===== src/common/rsa_ctrl_pkg.sv =====
// control encodings of the matrix core
package rsa_ctrl_pkg;

  // operand source, same code for every lane
  // A and M have no cache, they see zero there
  typedef enum logic [1:0] {
    SRC_TEMP  = 2'd0,
    SRC_CACHE = 2'd1,
    SRC_COV   = 2'd2,
    SRC_ZERO  = 2'd3
  } src_sel_e;

  // finalize opcode, applied once per run
  typedef enum logic [1:0] {
    MODE_ACC   = 2'd0,
    MODE_ADD_M = 2'd1,
    MODE_SUB_M = 2'd2
  } pe_mode_e;

  // one selector per operand
  typedef struct packed {
    src_sel_e a_sel;
    src_sel_e b_sel;
    src_sel_e m_sel;
  } operand_sel_t;

  // strobes that ride along with the operands
  typedef struct packed {
    logic     cal_en;
    logic     cal_done;
    pe_mode_e mode;
  } pe_ctrl_t;

endpackage


===== src/common/rsa_data_pkg.sv =====
// word format and default sizes of the matrix core
package rsa_data_pkg;

  // operand and result width
  localparam int DATA_W = 16;

  // two's complement word
  // sums and products wrap modulo 2^DATA_W
  typedef logic signed [DATA_W-1:0] data_t;

  // default grid size
  // rows follow the A/M lanes, columns the B lanes
  localparam int DEF_X = 2;
  localparam int DEF_Y = 2;

  // depth of each B column cache, in address bits
  localparam int CACHE_AW = 3;

endpackage


===== src/pe_array/pe_array.sv =====
`timescale 1ns/100ps

// skewed X by Y grid of MAC cells
module pe_array #(
  parameter int X = rsa_data_pkg::DEF_X,
  parameter int Y = rsa_data_pkg::DEF_Y
) (
  input  logic                        clk,
  input  logic                        sys_rst,
  input  rsa_data_pkg::data_t [X-1:0] i_a,
  input  rsa_data_pkg::data_t [X-1:0] i_m,
  input  rsa_data_pkg::data_t [Y-1:0] i_b,
  input  rsa_ctrl_pkg::pe_ctrl_t      i_pe_ctrl,
  output rsa_data_pkg::data_t [X-1:0] o_c,
  output logic [X-1:0]                o_c_val
);

  // A/M run east, index Y is the unused east edge
  rsa_data_pkg::data_t    a_e    [X][Y+1];
  rsa_data_pkg::data_t    m_e    [X][Y+1];
  // drain runs west, index Y is tied off
  rsa_data_pkg::data_t    c_w    [X][Y+1];
  logic                   v_w    [X][Y+1];
  // B and strobes run north
  rsa_data_pkg::data_t    b_n    [X+1][Y];
  rsa_ctrl_pkg::pe_ctrl_t ctrl_n [X+1][Y];

  // row i delayed by i cycles
  for (genvar i = 0; i < X; i++) begin : g_row_skew
    if (i == 0) begin : g_direct
      assign a_e[0][0] = i_a[0];
      assign m_e[0][0] = i_m[0];
    end else begin : g_dly
      rsa_data_pkg::data_t a_pipe [i];
      rsa_data_pkg::data_t m_pipe [i];
      always_ff @(posedge clk) begin
        a_pipe[0] <= i_a[i];
        m_pipe[0] <= i_m[i];
        for (int k = 1; k < i; k++) begin
          a_pipe[k] <= a_pipe[k-1];
          m_pipe[k] <= m_pipe[k-1];
        end
      end
      assign a_e[i][0] = a_pipe[i-1];
      assign m_e[i][0] = m_pipe[i-1];
    end
  end

  // column j delayed by j cycles, strobes cleared on reset
  for (genvar j = 0; j < Y; j++) begin : g_col_skew
    if (j == 0) begin : g_direct
      assign b_n[0][0]    = i_b[0];
      assign ctrl_n[0][0] = i_pe_ctrl;
    end else begin : g_dly
      rsa_data_pkg::data_t    b_pipe    [j];
      rsa_ctrl_pkg::pe_ctrl_t ctrl_pipe [j];
      always_ff @(posedge clk) begin
        b_pipe[0] <= i_b[j];
        for (int k = 1; k < j; k++) begin
          b_pipe[k] <= b_pipe[k-1];
        end
      end
      always_ff @(posedge clk) begin
        if (sys_rst) begin
          for (int k = 0; k < j; k++) begin
            ctrl_pipe[k] <= '0;
          end
        end else begin
          ctrl_pipe[0] <= i_pe_ctrl;
          for (int k = 1; k < j; k++) begin
            ctrl_pipe[k] <= ctrl_pipe[k-1];
          end
        end
      end
      assign b_n[0][j]    = b_pipe[j-1];
      assign ctrl_n[0][j] = ctrl_pipe[j-1];
    end
  end

  // PE(i,j) sees everything i+j cycles late
  for (genvar i = 0; i < X; i++) begin : g_row
    assign c_w[i][Y]  = '0;
    assign v_w[i][Y]  = 1'b0;
    assign o_c[i]     = c_w[i][0];
    assign o_c_val[i] = v_w[i][0];
    for (genvar j = 0; j < Y; j++) begin : g_col
      pe_mac #(
        .LAST_COL (j == Y-1)
      ) u_pe (
        .clk        (clk),
        .sys_rst    (sys_rst),
        .i_west_a   (a_e[i][j]),
        .i_west_m   (m_e[i][j]),
        .i_south_b  (b_n[i][j]),
        .i_ctrl     (ctrl_n[i][j]),
        .i_east_c   (c_w[i][j+1]),
        .i_east_val (v_w[i][j+1]),
        .o_east_a   (a_e[i][j+1]),
        .o_east_m   (m_e[i][j+1]),
        .o_north_b  (b_n[i+1][j]),
        .o_ctrl     (ctrl_n[i+1][j]),
        .o_c        (c_w[i][j]),
        .o_c_val    (v_w[i][j])
      );
    end
  end

endmodule


===== src/pe_array/pe_mac.sv =====
`timescale 1ns/100ps

// one multiply-accumulate cell of the systolic grid
module pe_mac #(
  // east-edge cell, it ignores the east drain inputs
  parameter bit LAST_COL = 1'b0
) (
  input  logic                   clk,
  input  logic                   sys_rst,
  input  rsa_data_pkg::data_t    i_west_a,
  input  rsa_data_pkg::data_t    i_west_m,
  input  rsa_data_pkg::data_t    i_south_b,
  input  rsa_ctrl_pkg::pe_ctrl_t i_ctrl,
  input  rsa_data_pkg::data_t    i_east_c,
  input  logic                   i_east_val,
  output rsa_data_pkg::data_t    o_east_a,
  output rsa_data_pkg::data_t    o_east_m,
  output rsa_data_pkg::data_t    o_north_b,
  output rsa_ctrl_pkg::pe_ctrl_t o_ctrl,
  output rsa_data_pkg::data_t    o_c,
  output logic                   o_c_val
);

  rsa_data_pkg::data_t prod;
  rsa_data_pkg::data_t acc_q;
  rsa_data_pkg::data_t result;
  rsa_data_pkg::data_t drain_q;
  logic                drain_val_q;
  // next cal_en starts a new sum
  logic                fresh_q;

  // operands step one cell east / north
  always_ff @(posedge clk) begin
    o_east_a  <= i_west_a;
    o_east_m  <= i_west_m;
    o_north_b <= i_south_b;
  end

  // strobes follow B north
  always_ff @(posedge clk) begin
    if (sys_rst) begin
      o_ctrl <= '0;
    end else begin
      o_ctrl <= i_ctrl;
    end
  end

  // low word of the product only
  assign prod = i_west_a * i_south_b;

  always_ff @(posedge clk) begin
    if (sys_rst) begin
      fresh_q <= 1'b1;
    end else if (i_ctrl.cal_done) begin
      fresh_q <= 1'b1;
    end else if (i_ctrl.cal_en) begin
      fresh_q <= 1'b0;
    end
  end

  // first term overwrites, later terms add
  always_ff @(posedge clk) begin
    if (i_ctrl.cal_en) begin
      acc_q <= fresh_q ? prod : acc_q + prod;
    end
  end

  // finalize with the M word present alongside the done pulse
  always_comb begin
    case (i_ctrl.mode)
      rsa_ctrl_pkg::MODE_ADD_M: result = i_west_m + acc_q;
      rsa_ctrl_pkg::MODE_SUB_M: result = i_west_m - acc_q;
      default:                  result = acc_q;
    endcase
  end

  // drain register, apart from acc so the next run can start at once
  always_ff @(posedge clk) begin
    if (i_ctrl.cal_done) begin
      drain_q <= result;
    end
  end

  // valid for exactly one cycle after the local done
  always_ff @(posedge clk) begin
    if (sys_rst) begin
      drain_val_q <= 1'b0;
    end else begin
      drain_val_q <= i_ctrl.cal_done;
    end
  end

  // own word wins, else the east neighbour's word passes west
  // column j fires one cycle after column j-1, so the row leaves in order
  assign o_c     = (LAST_COL || drain_val_q) ? drain_q : i_east_c;
  assign o_c_val = drain_val_q || (!LAST_COL && i_east_val);

endmodule


===== src/source/operand_select.sv =====
`timescale 1ns/100ps

// registered A/M/B source muxes in front of the PE grid
module operand_select #(
  parameter int X = rsa_data_pkg::DEF_X,
  parameter int Y = rsa_data_pkg::DEF_Y
) (
  input  logic                              clk,
  input  logic                              sys_rst,
  input  rsa_ctrl_pkg::operand_sel_t        i_sel,
  input  logic                              i_load,
  input  rsa_data_pkg::data_t [X-1:0]       i_a_temp,
  input  rsa_data_pkg::data_t [X-1:0]       i_a_cov,
  input  rsa_data_pkg::data_t [X-1:0]       i_m_temp,
  input  rsa_data_pkg::data_t [X-1:0]       i_m_cov,
  input  rsa_data_pkg::data_t [Y-1:0]       i_b_temp,
  input  rsa_data_pkg::data_t [Y-1:0]       i_b_cov,
  input  logic                              i_cache_we,
  input  logic [rsa_data_pkg::CACHE_AW-1:0] i_cache_addr,
  output rsa_data_pkg::data_t [X-1:0]       o_a,
  output rsa_data_pkg::data_t [X-1:0]       o_m,
  output rsa_data_pkg::data_t [Y-1:0]       o_b
);

  // one small ram per B column
  rsa_data_pkg::data_t cache_mem [Y][2**rsa_data_pkg::CACHE_AW];
  // raw ram read data
  rsa_data_pkg::data_t [Y-1:0] cache_rd;
  // extra output stage, two cycles from address to mux
  rsa_data_pkg::data_t [Y-1:0] cache_q;

  // four-way source pick
  // lanes without a cache pass zero as the cache word
  function automatic rsa_data_pkg::data_t pick(
    input rsa_ctrl_pkg::src_sel_e sel,
    input rsa_data_pkg::data_t    temp,
    input rsa_data_pkg::data_t    cache,
    input rsa_data_pkg::data_t    cov
  );
    case (sel)
      rsa_ctrl_pkg::SRC_TEMP:  pick = temp;
      rsa_ctrl_pkg::SRC_CACHE: pick = cache;
      rsa_ctrl_pkg::SRC_COV:   pick = cov;
      default:                 pick = '0;
    endcase
  endfunction

  // write from the temp lanes, read only when not writing
  always_ff @(posedge clk) begin
    for (int j = 0; j < Y; j++) begin
      if (i_cache_we) begin
        cache_mem[j][i_cache_addr] <= i_b_temp[j];
      end else begin
        cache_rd[j] <= cache_mem[j][i_cache_addr];
      end
    end
  end

  always_ff @(posedge clk) begin
    if (sys_rst) begin
      cache_q <= '0;
    end else begin
      cache_q <= cache_rd;
    end
  end

  // operand registers, hold while i_load is low
  always_ff @(posedge clk) begin
    if (sys_rst) begin
      o_a <= '0;
      o_m <= '0;
      o_b <= '0;
    end else if (i_load) begin
      for (int i = 0; i < X; i++) begin
        o_a[i] <= pick(i_sel.a_sel, i_a_temp[i], '0, i_a_cov[i]);
        o_m[i] <= pick(i_sel.m_sel, i_m_temp[i], '0, i_m_cov[i]);
      end
      for (int j = 0; j < Y; j++) begin
        o_b[j] <= pick(i_sel.b_sel, i_b_temp[j], cache_q[j], i_b_cov[j]);
      end
    end
  end

endmodule


===== src/source/rsa_core.sv =====
`timescale 1ns/100ps

// matrix core, operand select feeding the systolic grid
module rsa_core #(
  parameter int X = rsa_data_pkg::DEF_X,
  parameter int Y = rsa_data_pkg::DEF_Y
) (
  input  logic                              clk,
  input  logic                              sys_rst,
  // bank lanes
  input  rsa_data_pkg::data_t [X-1:0]       i_a_temp,
  input  rsa_data_pkg::data_t [X-1:0]       i_a_cov,
  input  rsa_data_pkg::data_t [X-1:0]       i_m_temp,
  input  rsa_data_pkg::data_t [X-1:0]       i_m_cov,
  input  rsa_data_pkg::data_t [Y-1:0]       i_b_temp,
  input  rsa_data_pkg::data_t [Y-1:0]       i_b_cov,
  // operand load
  input  rsa_ctrl_pkg::operand_sel_t        i_sel,
  input  logic                              i_load,
  // B cache access
  input  logic                              i_cache_we,
  input  logic [rsa_data_pkg::CACHE_AW-1:0] i_cache_addr,
  // run strobes
  input  rsa_ctrl_pkg::pe_ctrl_t            i_pe_ctrl,
  // one drained result per row
  output rsa_data_pkg::data_t [X-1:0]       o_c,
  output logic [X-1:0]                      o_c_val
);

  // registered operands into the grid
  rsa_data_pkg::data_t [X-1:0] a_op;
  rsa_data_pkg::data_t [X-1:0] m_op;
  rsa_data_pkg::data_t [Y-1:0] b_op;

  operand_select #(
    .X (X),
    .Y (Y)
  ) u_operand_select (
    .clk          (clk),
    .sys_rst      (sys_rst),
    .i_sel        (i_sel),
    .i_load       (i_load),
    .i_a_temp     (i_a_temp),
    .i_a_cov      (i_a_cov),
    .i_m_temp     (i_m_temp),
    .i_m_cov      (i_m_cov),
    .i_b_temp     (i_b_temp),
    .i_b_cov      (i_b_cov),
    .i_cache_we   (i_cache_we),
    .i_cache_addr (i_cache_addr),
    .o_a          (a_op),
    .o_m          (m_op),
    .o_b          (b_op)
  );

  pe_array #(
    .X (X),
    .Y (Y)
  ) u_pe_array (
    .clk       (clk),
    .sys_rst   (sys_rst),
    .i_a       (a_op),
    .i_m       (m_op),
    .i_b       (b_op),
    .i_pe_ctrl (i_pe_ctrl),
    .o_c       (o_c),
    .o_c_val   (o_c_val)
  );

endmodule

===== config.mk =====
export PLATFORM = sky130hd
export DESIGN_NAME = rsa_core
export DESIGN_NICKNAME = d
export VERILOG_FILES = /design/src/common/rsa_ctrl_pkg.sv /design/src/common/rsa_data_pkg.sv /design/src/pe_array/pe_array.sv /design/src/pe_array/pe_mac.sv /design/src/source/operand_select.sv /design/src/source/rsa_core.sv
export SDC_FILE = /design/constraint.sdc
export NUM_CORES = 2
export LEC_CHECK = 0
export ABC_AREA = 1
export BUFFER_PORTS_ARGS = -buffer_cell sky130_fd_sc_hd__buf_2
export CORE_UTILIZATION = 30
export CTS_CLUSTER_SIZE = 28
export DETAILED_ROUTE_END_ITERATION = 8
export GPL_TIMING_DRIVEN = 1
export PLACE_DENSITY = 0.5
export RECOVER_POWER = 25
export SLEW_MARGIN = 15
export SYNTH_ARGS = -nofsm -noshare
export SYNTH_HDL_FRONTEND = slang
export SYNTH_SLANG_ARGS = --single-unit
export TNS_END_PERCENT = 10

===== constraint.sdc =====
create_clock -name clk -period 7.5 [get_ports clk]
set_input_delay 0.75 -clock clk [delete_from_list [all_inputs] [get_ports clk]]
set_output_delay 0.75 -clock clk [all_outputs]
set_load 0.02 [all_outputs]

Word level (Yosys, flattened, before mapping)
Memories as Yosys holds them, arrays and structs flattened. Cells that the tools add are included.

Output and inout port bits: 34. Memories: 5. RAM bits: 308. Bits of input ports: 209. Memory bits (read-only): 0. Latch bits: 0. Register bits after elaboration: 398.

Multipliers: 4. Equal/unequal tests: 12. Order comparisons: 2. Multiplexer cells: 31. Add/sub/neg operators: 12. Div/mod/pow operators: 0. Reduce and logical (&&, ||, !) cells: 11. Shift-type cells: 0. Bitwise gates (word level): 1.

Memory list: u_operand_select.cache_mem (depth 2, bits a word 128, rd ports 2, clocked after memory_dff 0, wr ports 2, line operand_select.sv:26) `rsa_data_pkg::data_t cache_mem [Y][2**rsa_data_pkg::CACHE_AW];`; u_pe_array.g_col_skew[1].g_dly.b_pipe (depth 1, bits a word 16, rd ports 1, clocked after memory_dff 0, wr ports 1, line pe_array.sv:55) `rsa_data_pkg::data_t b_pipe [j];`; u_pe_array.g_row_skew[1].g_dly.a_pipe (depth 1, bits a word 16, rd ports 1, clocked after memory_dff 0, wr ports 1, line pe_array.sv:34) `rsa_data_pkg::data_t a_pipe [i];`; u_pe_array.g_row_skew[1].g_dly.m_pipe (depth 1, bits a word 16, rd ports 1, clocked after memory_dff 0, wr ports 1, line pe_array.sv:35) `rsa_data_pkg::data_t m_pipe [i];`; u_pe_array.g_col_skew[1].g_dly.ctrl_pipe (depth 1, bits a word 4, rd ports 1, clocked after memory_dff 0, wr ports 1, line pe_array.sv:56) `rsa_ctrl_pkg::pe_ctrl_t ctrl_pipe [j];`.

Operators by type and width (number): $pmux W16 S2 (8); $mux W16 (11); $add A16 B16 Y16 (8); $mux W128 (1); $bmux W16 S3 (2); $pmux W16 S3 (2); $mul A16 B16 Y16 (4); $sub A16 B16 Y16 (4); $demux W16 S3 (1); $eq A2 B2 Y1 const B (7); $eq A2 B1 Y1 const B (5); $reduce_or A2 Y1 (4); $logic_not A2 Y1 (3); $mux W1 (5); $ge A4 B4 Y1 const B (1); $lt A4 B1 Y1 const B (1); $mux W4 (1); $not A3 Y4 (1); $reduce_or A4 Y1 (1); $logic_or A1 B1 Y1 (2); $logic_and A1 B1 Y1 (1).

Depth between registers and ports, before layout
Depth in word-level cells: 6. Mapped depth: 38. Mapped depth without buffers: 36.

Modules after synthesis
A second synthesis with hierarchy kept.

Cells, all modules: 6707. Area total of the unflattened synthesis: 53876.7 um2.

Modules (own cells, without submodules): operand_select (times used 1, cells an instance 1836, seq. area each 11210.8 um2, area each 16981.3 um2); pe_mac (u_pe_array.g_row[0].g_col[0].u_pe) (times used 1, cells an instance 1243, seq. area each 2021.9 um2, area each 9123.8 um2); pe_mac (u_pe_array.g_row[1].g_col[0].u_pe) (times used 1, cells an instance 1229, seq. area each 2021.9 um2, area each 9078.7 um2); pe_mac (u_pe_array.g_row[1].g_col[1].u_pe) (times used 1, cells an instance 1180, seq. area each 2021.9 um2, area each 8863.5 um2); pe_mac (u_pe_array.g_row[0].g_col[1].u_pe) (times used 1, cells an instance 1156, seq. area each 2021.9 um2, area each 8739.6 um2); pe_array (times used 1, cells an instance 63, seq. area each 1041.0 um2, area each 1089.8 um2).

Least setup slack after synthesis
No wires, ideal clock.

Path type: register -> register. Start point: register u_pe_array.g_row[0].g_col[1].u_pe.o_north_b[1]. End point: register u_pe_array.g_row[1].g_col[1].u_pe.acc_q[15], data pin. Data arrival time: 6.072 ns. Clock period less this slack: 6.321 ns. Stages on the path, launching flop included: 32. Setup slack: 1.179 ns. Path buffers: 2. Cell sequence: dfxtp_1 > buf_2 > clkbuf_1 > nand2_1 > fa_1 > fa_1 > inv_1 > ha_1 > fa_1 > fa_1 > inv_1 > fa_1 > inv_1 > ha_1 > a21oi_1 > o21ai_0 > a21o_1 > nand2_1 > nand2_1 > a21oi_1 > xor2_1 > inv_1 > ha_1 > a21o_1 > a21oi_1 > nor2_1 > a211oi_1 > nand3_1 > nand3_1 > nand3_1 > nand2_1 > inv_1.

Word-level cells in the longest chain between the ends: 3.

Ends and longest elaborated chain: start: declaration (line pe_mac.sv:18) `output rsa_data_pkg::data_t o_north_b,`; start signal: assignment (line pe_mac.sv:36) `o_north_b <= i_south_b;`; $mul A16 B16 Y16 (*) (line pe_mac.sv:49) `assign prod = i_west_a * i_south_b;`; $add A16 B16 Y16 (line pe_mac.sv:64) `acc_q <= fresh_q ? prod : acc_q + prod;`; $mux W16 (*) (line pe_mac.sv:64); end signal: assignment (line pe_mac.sv:64); end: declaration (line pe_mac.sv:25) `rsa_data_pkg::data_t acc_q;`.

Mark *: on every way between the ends. The rest lies on a longest branch, timed or not. A chain may end at the register's enable or synchronous reset.

Final worst setup path
Start point: memory u_pe_array.g_col_skew[1].g_dly.b_pipe[0][1] in the netlist's numbering. End point: register u_pe_array.g_row[0].g_col[1].u_pe.acc_q[15], data pin.

Word-level cells in the longest chain between the ends: 4.

Ends and longest elaborated chain (line): start: declaration (pe_array.sv:55); $mem_v2 Z1 W16 (*); $mul A16 B16 Y16 (*) (pe_mac.sv:49); $add A16 B16 Y16 (pe_mac.sv:64); $mux W16 (*) (pe_mac.sv:64); end signal: assignment (pe_mac.sv:64); end: declaration (pe_mac.sv:25).

Marks and branches as above.

==> reports/qor.csv <==
metric;value;unit
switching_share;30.0;%
finalNetCount;7390;
period_needed;6.90;ns
synth-seq-cells;700;
sequentialPowerShare;42.1;%
reg2reg_from;u_pe_array.g_col_skew[1].g_dly.b_pipe[0][1];
clock_latency;0.71;ns
areaGrowthSynthToFinish;12.1;%
required;7.95;ns
synth_nets;7285;
pin_count;243;
grt_pass1_wl;224;mm
clk_pin_slew_worst_paths;0.06;ns
async_reset_ff_share;0;%
min_path_type;in -> reg;
port_buffers;242;
synthSimpleGateAreaFrac;18.5;%
switching_power;3.27;mW
hold_buffers;0;
holdWs;0.341;ns
critPathCaptureType;flip-flop;
root_buffer;clkbuf_16;
multiInputGateArea;26500;um2
critPathLaunchType;flip-flop;
yosysTopAreaCell;edfxtp_1;
setup_viol;0;
ys_types;50;
cts_made_buffers;84;
powerDensity;191;nW/um2
avgSynthCellArea;7.99;um2
wl;142;mm
fp-row-count;150;
wire_per_inst;16.2;um
crit_start;u_pe_array.g_col_skew[1].g_dly.b_pipe[0][1];
ys_warn_count;0;
design_area;57200;um2
drv_cap;0;
netlist_instances;6377;
gp_congestion;0.878;
power;10.9;mW
yosysSeqAreaShare;35.7;%
diodes;0;
grt_pass1_vias;39700;
min_from;i_pe_ctrl[1];
p_int;7.62;mW
syn_area;51000;um2
cts_resized;0;
tightest_slew;1.06;ns
yosysTopAreaCellShare;24.5;%
cp_max_fo;17;
final.setup.tns;0;ns
cts_tree;built;
post-dp-hpwl;106;mm
hold_viol;0;
core;168000;um2
p_leak;29.3;nW
synth_compound_area_share;8.84;%
synth_top_family_by_area;adder cells;
dpl_cell_area;54200;um2
first_pass_iters;5;
cts_max_level;3;
layout-drive-gt1-share;6.71;%
worstSetupPathType;reg -> reg;
drc;0;
gr-usage-all-layers;16.5;%
antenna_found_initial;15;
synth_edf_count;416;
synth-main-ff-cell;edfxtp_1;
gr-total-overflow;0;
clock_path_buffers;3;
slew_headroom;29.2;%
period_share;92.1;%
die_w;414;um
critPathArrivalTime;7.35;ns
fmax;0.145;GHz
drtIter0Drc;2135;
finalMaxSlewViolations;0;
ir_worst_vdd;203;uV
die_y;414;um
vias;39900;
dieArea;172000;um2
synthMuxAreaShare;0;%
status;completed;
synth_area_leaders;edfxtp_1, fa_1, dfxtp_1;
pwr-share-comb;17.4;%
clock_skew;0.0655;ns
initial_utilization;30.3;%
synth-adder-area-share;21.9;%
post_cts_buffers;0;
synthXorXnorAreaFrac;2.51;%
grt_max_degree;85;
drtAntennaViolNets;0;
drt-vias-per-instance;4.56;
grt_setup_unrepaired;false;
regArea;18200;um2
clock-sinks;700;
pwr-share-clk;40.5;%
n_fill_cell;17500;
## power groups by stage
stage | combinational (mW) | sequential, mW | clock, mW
finish | 1.89 | 4.59 | 4.41
global route | 2.18 | 4.62 | 4.67
CTS | 1.92 | 4.59 | 4.53
detailed placement | 1.91 | 4.68 | 0
global placement | 1.89 | 4.67 | 0
floorplan | 1.44 | 4.50 | 0
## critical path: stages, from the launching register on
cell       delay [ns]
dfxtp_1          0.93
nand2_1          0.19
fa_1             0.54
fa_1             0.58
fa_1             0.45
fa_1             0.55
inv_1            0.06
fa_1             0.49
inv_1            0.05
fa_1             0.48
inv_1            0.05
ha_1             0.38
nand2_1          0.08
nor2_1           0.15
nand3_1          0.09
o2111ai_1        0.12
xor2_1           0.22
ha_1             0.31
a21oi_1          0.19
nand2_1          0.08
a21oi_1          0.11
nand2_1          0.07
a21oi_1          0.10
o21ai_0          0.12
inv_1            0.08
nand3_1          0.07
nand2_1          0.06
inv_1            0.04
## cell usage in the layout (no fill, tap or decap), types with 6 or more instances in the layout
master and n:
nor2_4 8, bufinv_16 9, fa_1 324, clkbuf_1 45, xnor2_1 29, ha_1 375, a21boi_0 8, a21o_1 24
o22ai_1 10, inv_2 7, clkbuf_8 11, nor3_1 22, buf_4 45, nand2_1 1437, inv_1 1373, clkinv_2 15
or2_2 18, edfxtp_1 416, o21a_1 6, o21ai_0 415, nand3b_1 11, a31oi_1 21, xor2_1 117, clkbuf_16 89
o31ai_1 13, buf_2 207, or2_1 10, a211oi_1 6, o21ai_1 34, nor2_1 523, o2111ai_1 37, a21oi_1 220
dfxtp_1 283, nand3_1 298, o21bai_1 12, clkinv_1 11, nand4_1 17
## logic make-up after synthesis
| family | Yosys count |
|---|---|
| flops | 700 |
| fa+ha+maj | 699 |
| xor+xnor | 146 |
| simple gates | 2359 |
| buf+inv | 1653 |
| compound gates | 820 |
## state kept, by name, summed over array words and instances, names as in the netlist, 16 cells and up
register,flops
u_operand_select.cache_mem,256
u_pe_array.g_row.g_col.u_pe.acc_q,64
u_operand_select.cache_q,32
u_operand_select.cache_rd,32
u_operand_select.o_a,32
u_operand_select.o_b,32
u_operand_select.o_m,32
u_pe_array.g_row.g_col.u_pe.drain_q,32
u_pe_array.g_row.g_col.u_pe.o_east_a,32
u_pe_array.g_row.g_col.u_pe.o_east_m,32
u_pe_array.g_row.g_col.u_pe.o_north_b,32
u_pe_array.g_row.g_col.u_pe.o_c,32
u_pe_array.g_col_skew.g_dly.b_pipe,16
u_pe_array.g_row_skew.g_dly.a_pipe,16
u_pe_array.g_row_skew.g_dly.m_pipe,16
## cells in the mapped netlist (2+ instances only)
| library cell | number |
|---|---|
| inv_1 | 1374 |
| clkbuf_2 | 4 |
| a211oi_1 | 6 |
| xor2_1 | 117 |
| o2111ai_1 | 37 |
| buf_1 | 4 |
| o21bai_1 | 12 |
| dfxtp_1 | 284 |
| inv_2 | 8 |
| o21a_1 | 6 |
| nand2_1 | 1437 |
| o22a_1 | 2 |
| or2_0 | 3 |
| clkinv_1 | 5 |
| nor3_1 | 22 |
| nor2_2 | 2 |
| xnor2_1 | 29 |
| o21ai_0 | 415 |
| edfxtp_1 | 416 |
| o22ai_1 | 10 |
| buf_4 | 36 |
| and2_1 | 2 |
| a21boi_1 | 5 |
| or2_2 | 18 |
| a21o_1 | 24 |
| or2_1 | 10 |
| buf_2 | 35 |
| clkbuf_1 | 187 |
| fa_1 | 324 |
| nand4_1 | 17 |
| a31oi_1 | 21 |
| nor2_1 | 534 |
| o21ai_1 | 34 |
| ha_1 | 375 |
| o31ai_1 | 13 |
| a21boi_0 | 8 |
| nand3_1 | 298 |
| a21oi_1 | 220 |
| o31ai_2 | 2 |
| nand3b_1 | 11 |
## metrics by stage
step | setup slack, ns | std cells | utilization (%)
final | 0.596 | 8758 | 34.0
after global routing | 0.134 | 8758 | 34.0
after CTS | 0.599 | 8758 | 34.1
after detailed placement | 0.607 | 8600 | 32.2
after global placement | 0.710 | 8600 | 32.2
after floorplan | 1.18 | 6377 | -
## layout make-up
class	count	area share, %
clock buffer	113	4.25
clock inverter	45	1.07
inverter	1387	9.11
multi-input combinational	4024	46.3
sequential	700	31.8
tap	2204	4.82
timing repair buffer	285	2.63
## worst paths after layout
check                                                   endpoint  depth (start not counted)  slack (ns)
hold / removal    u_pe_array.g_col_skew[1].g_dly.ctrl_pipe[0][1]                          3        0.34
setup / recovery     u_pe_array.g_row[0].g_col[1].u_pe.acc_q[15]                         27        0.60
setup reg to reg     u_pe_array.g_row[0].g_col[1].u_pe.acc_q[15]                         27        0.60
hold reg to reg      u_pe_array.g_row_skew[1].g_dly.m_pipe[0][8]                          0        0.35
## routing by layer
| layer | track usage [%] | routed length [um] | up-vias | part of all wire, % |
|---|---|---|---|---|
| li1 | - | - | 20000 | - |
| met3 | 2.15 | 5290 | 184 | 3.7 |
| met2 | 28.7 | 69100 | 656 | 49 |
| met4 | 4.33 | 3200 | 16 | 2.2 |
| met5 | 0 | 111 | - | 0.078 |
| met1 | 21.5 | 64400 | 19100 | 45 |
Note: power is estimated with default switching activity, not from simulation.
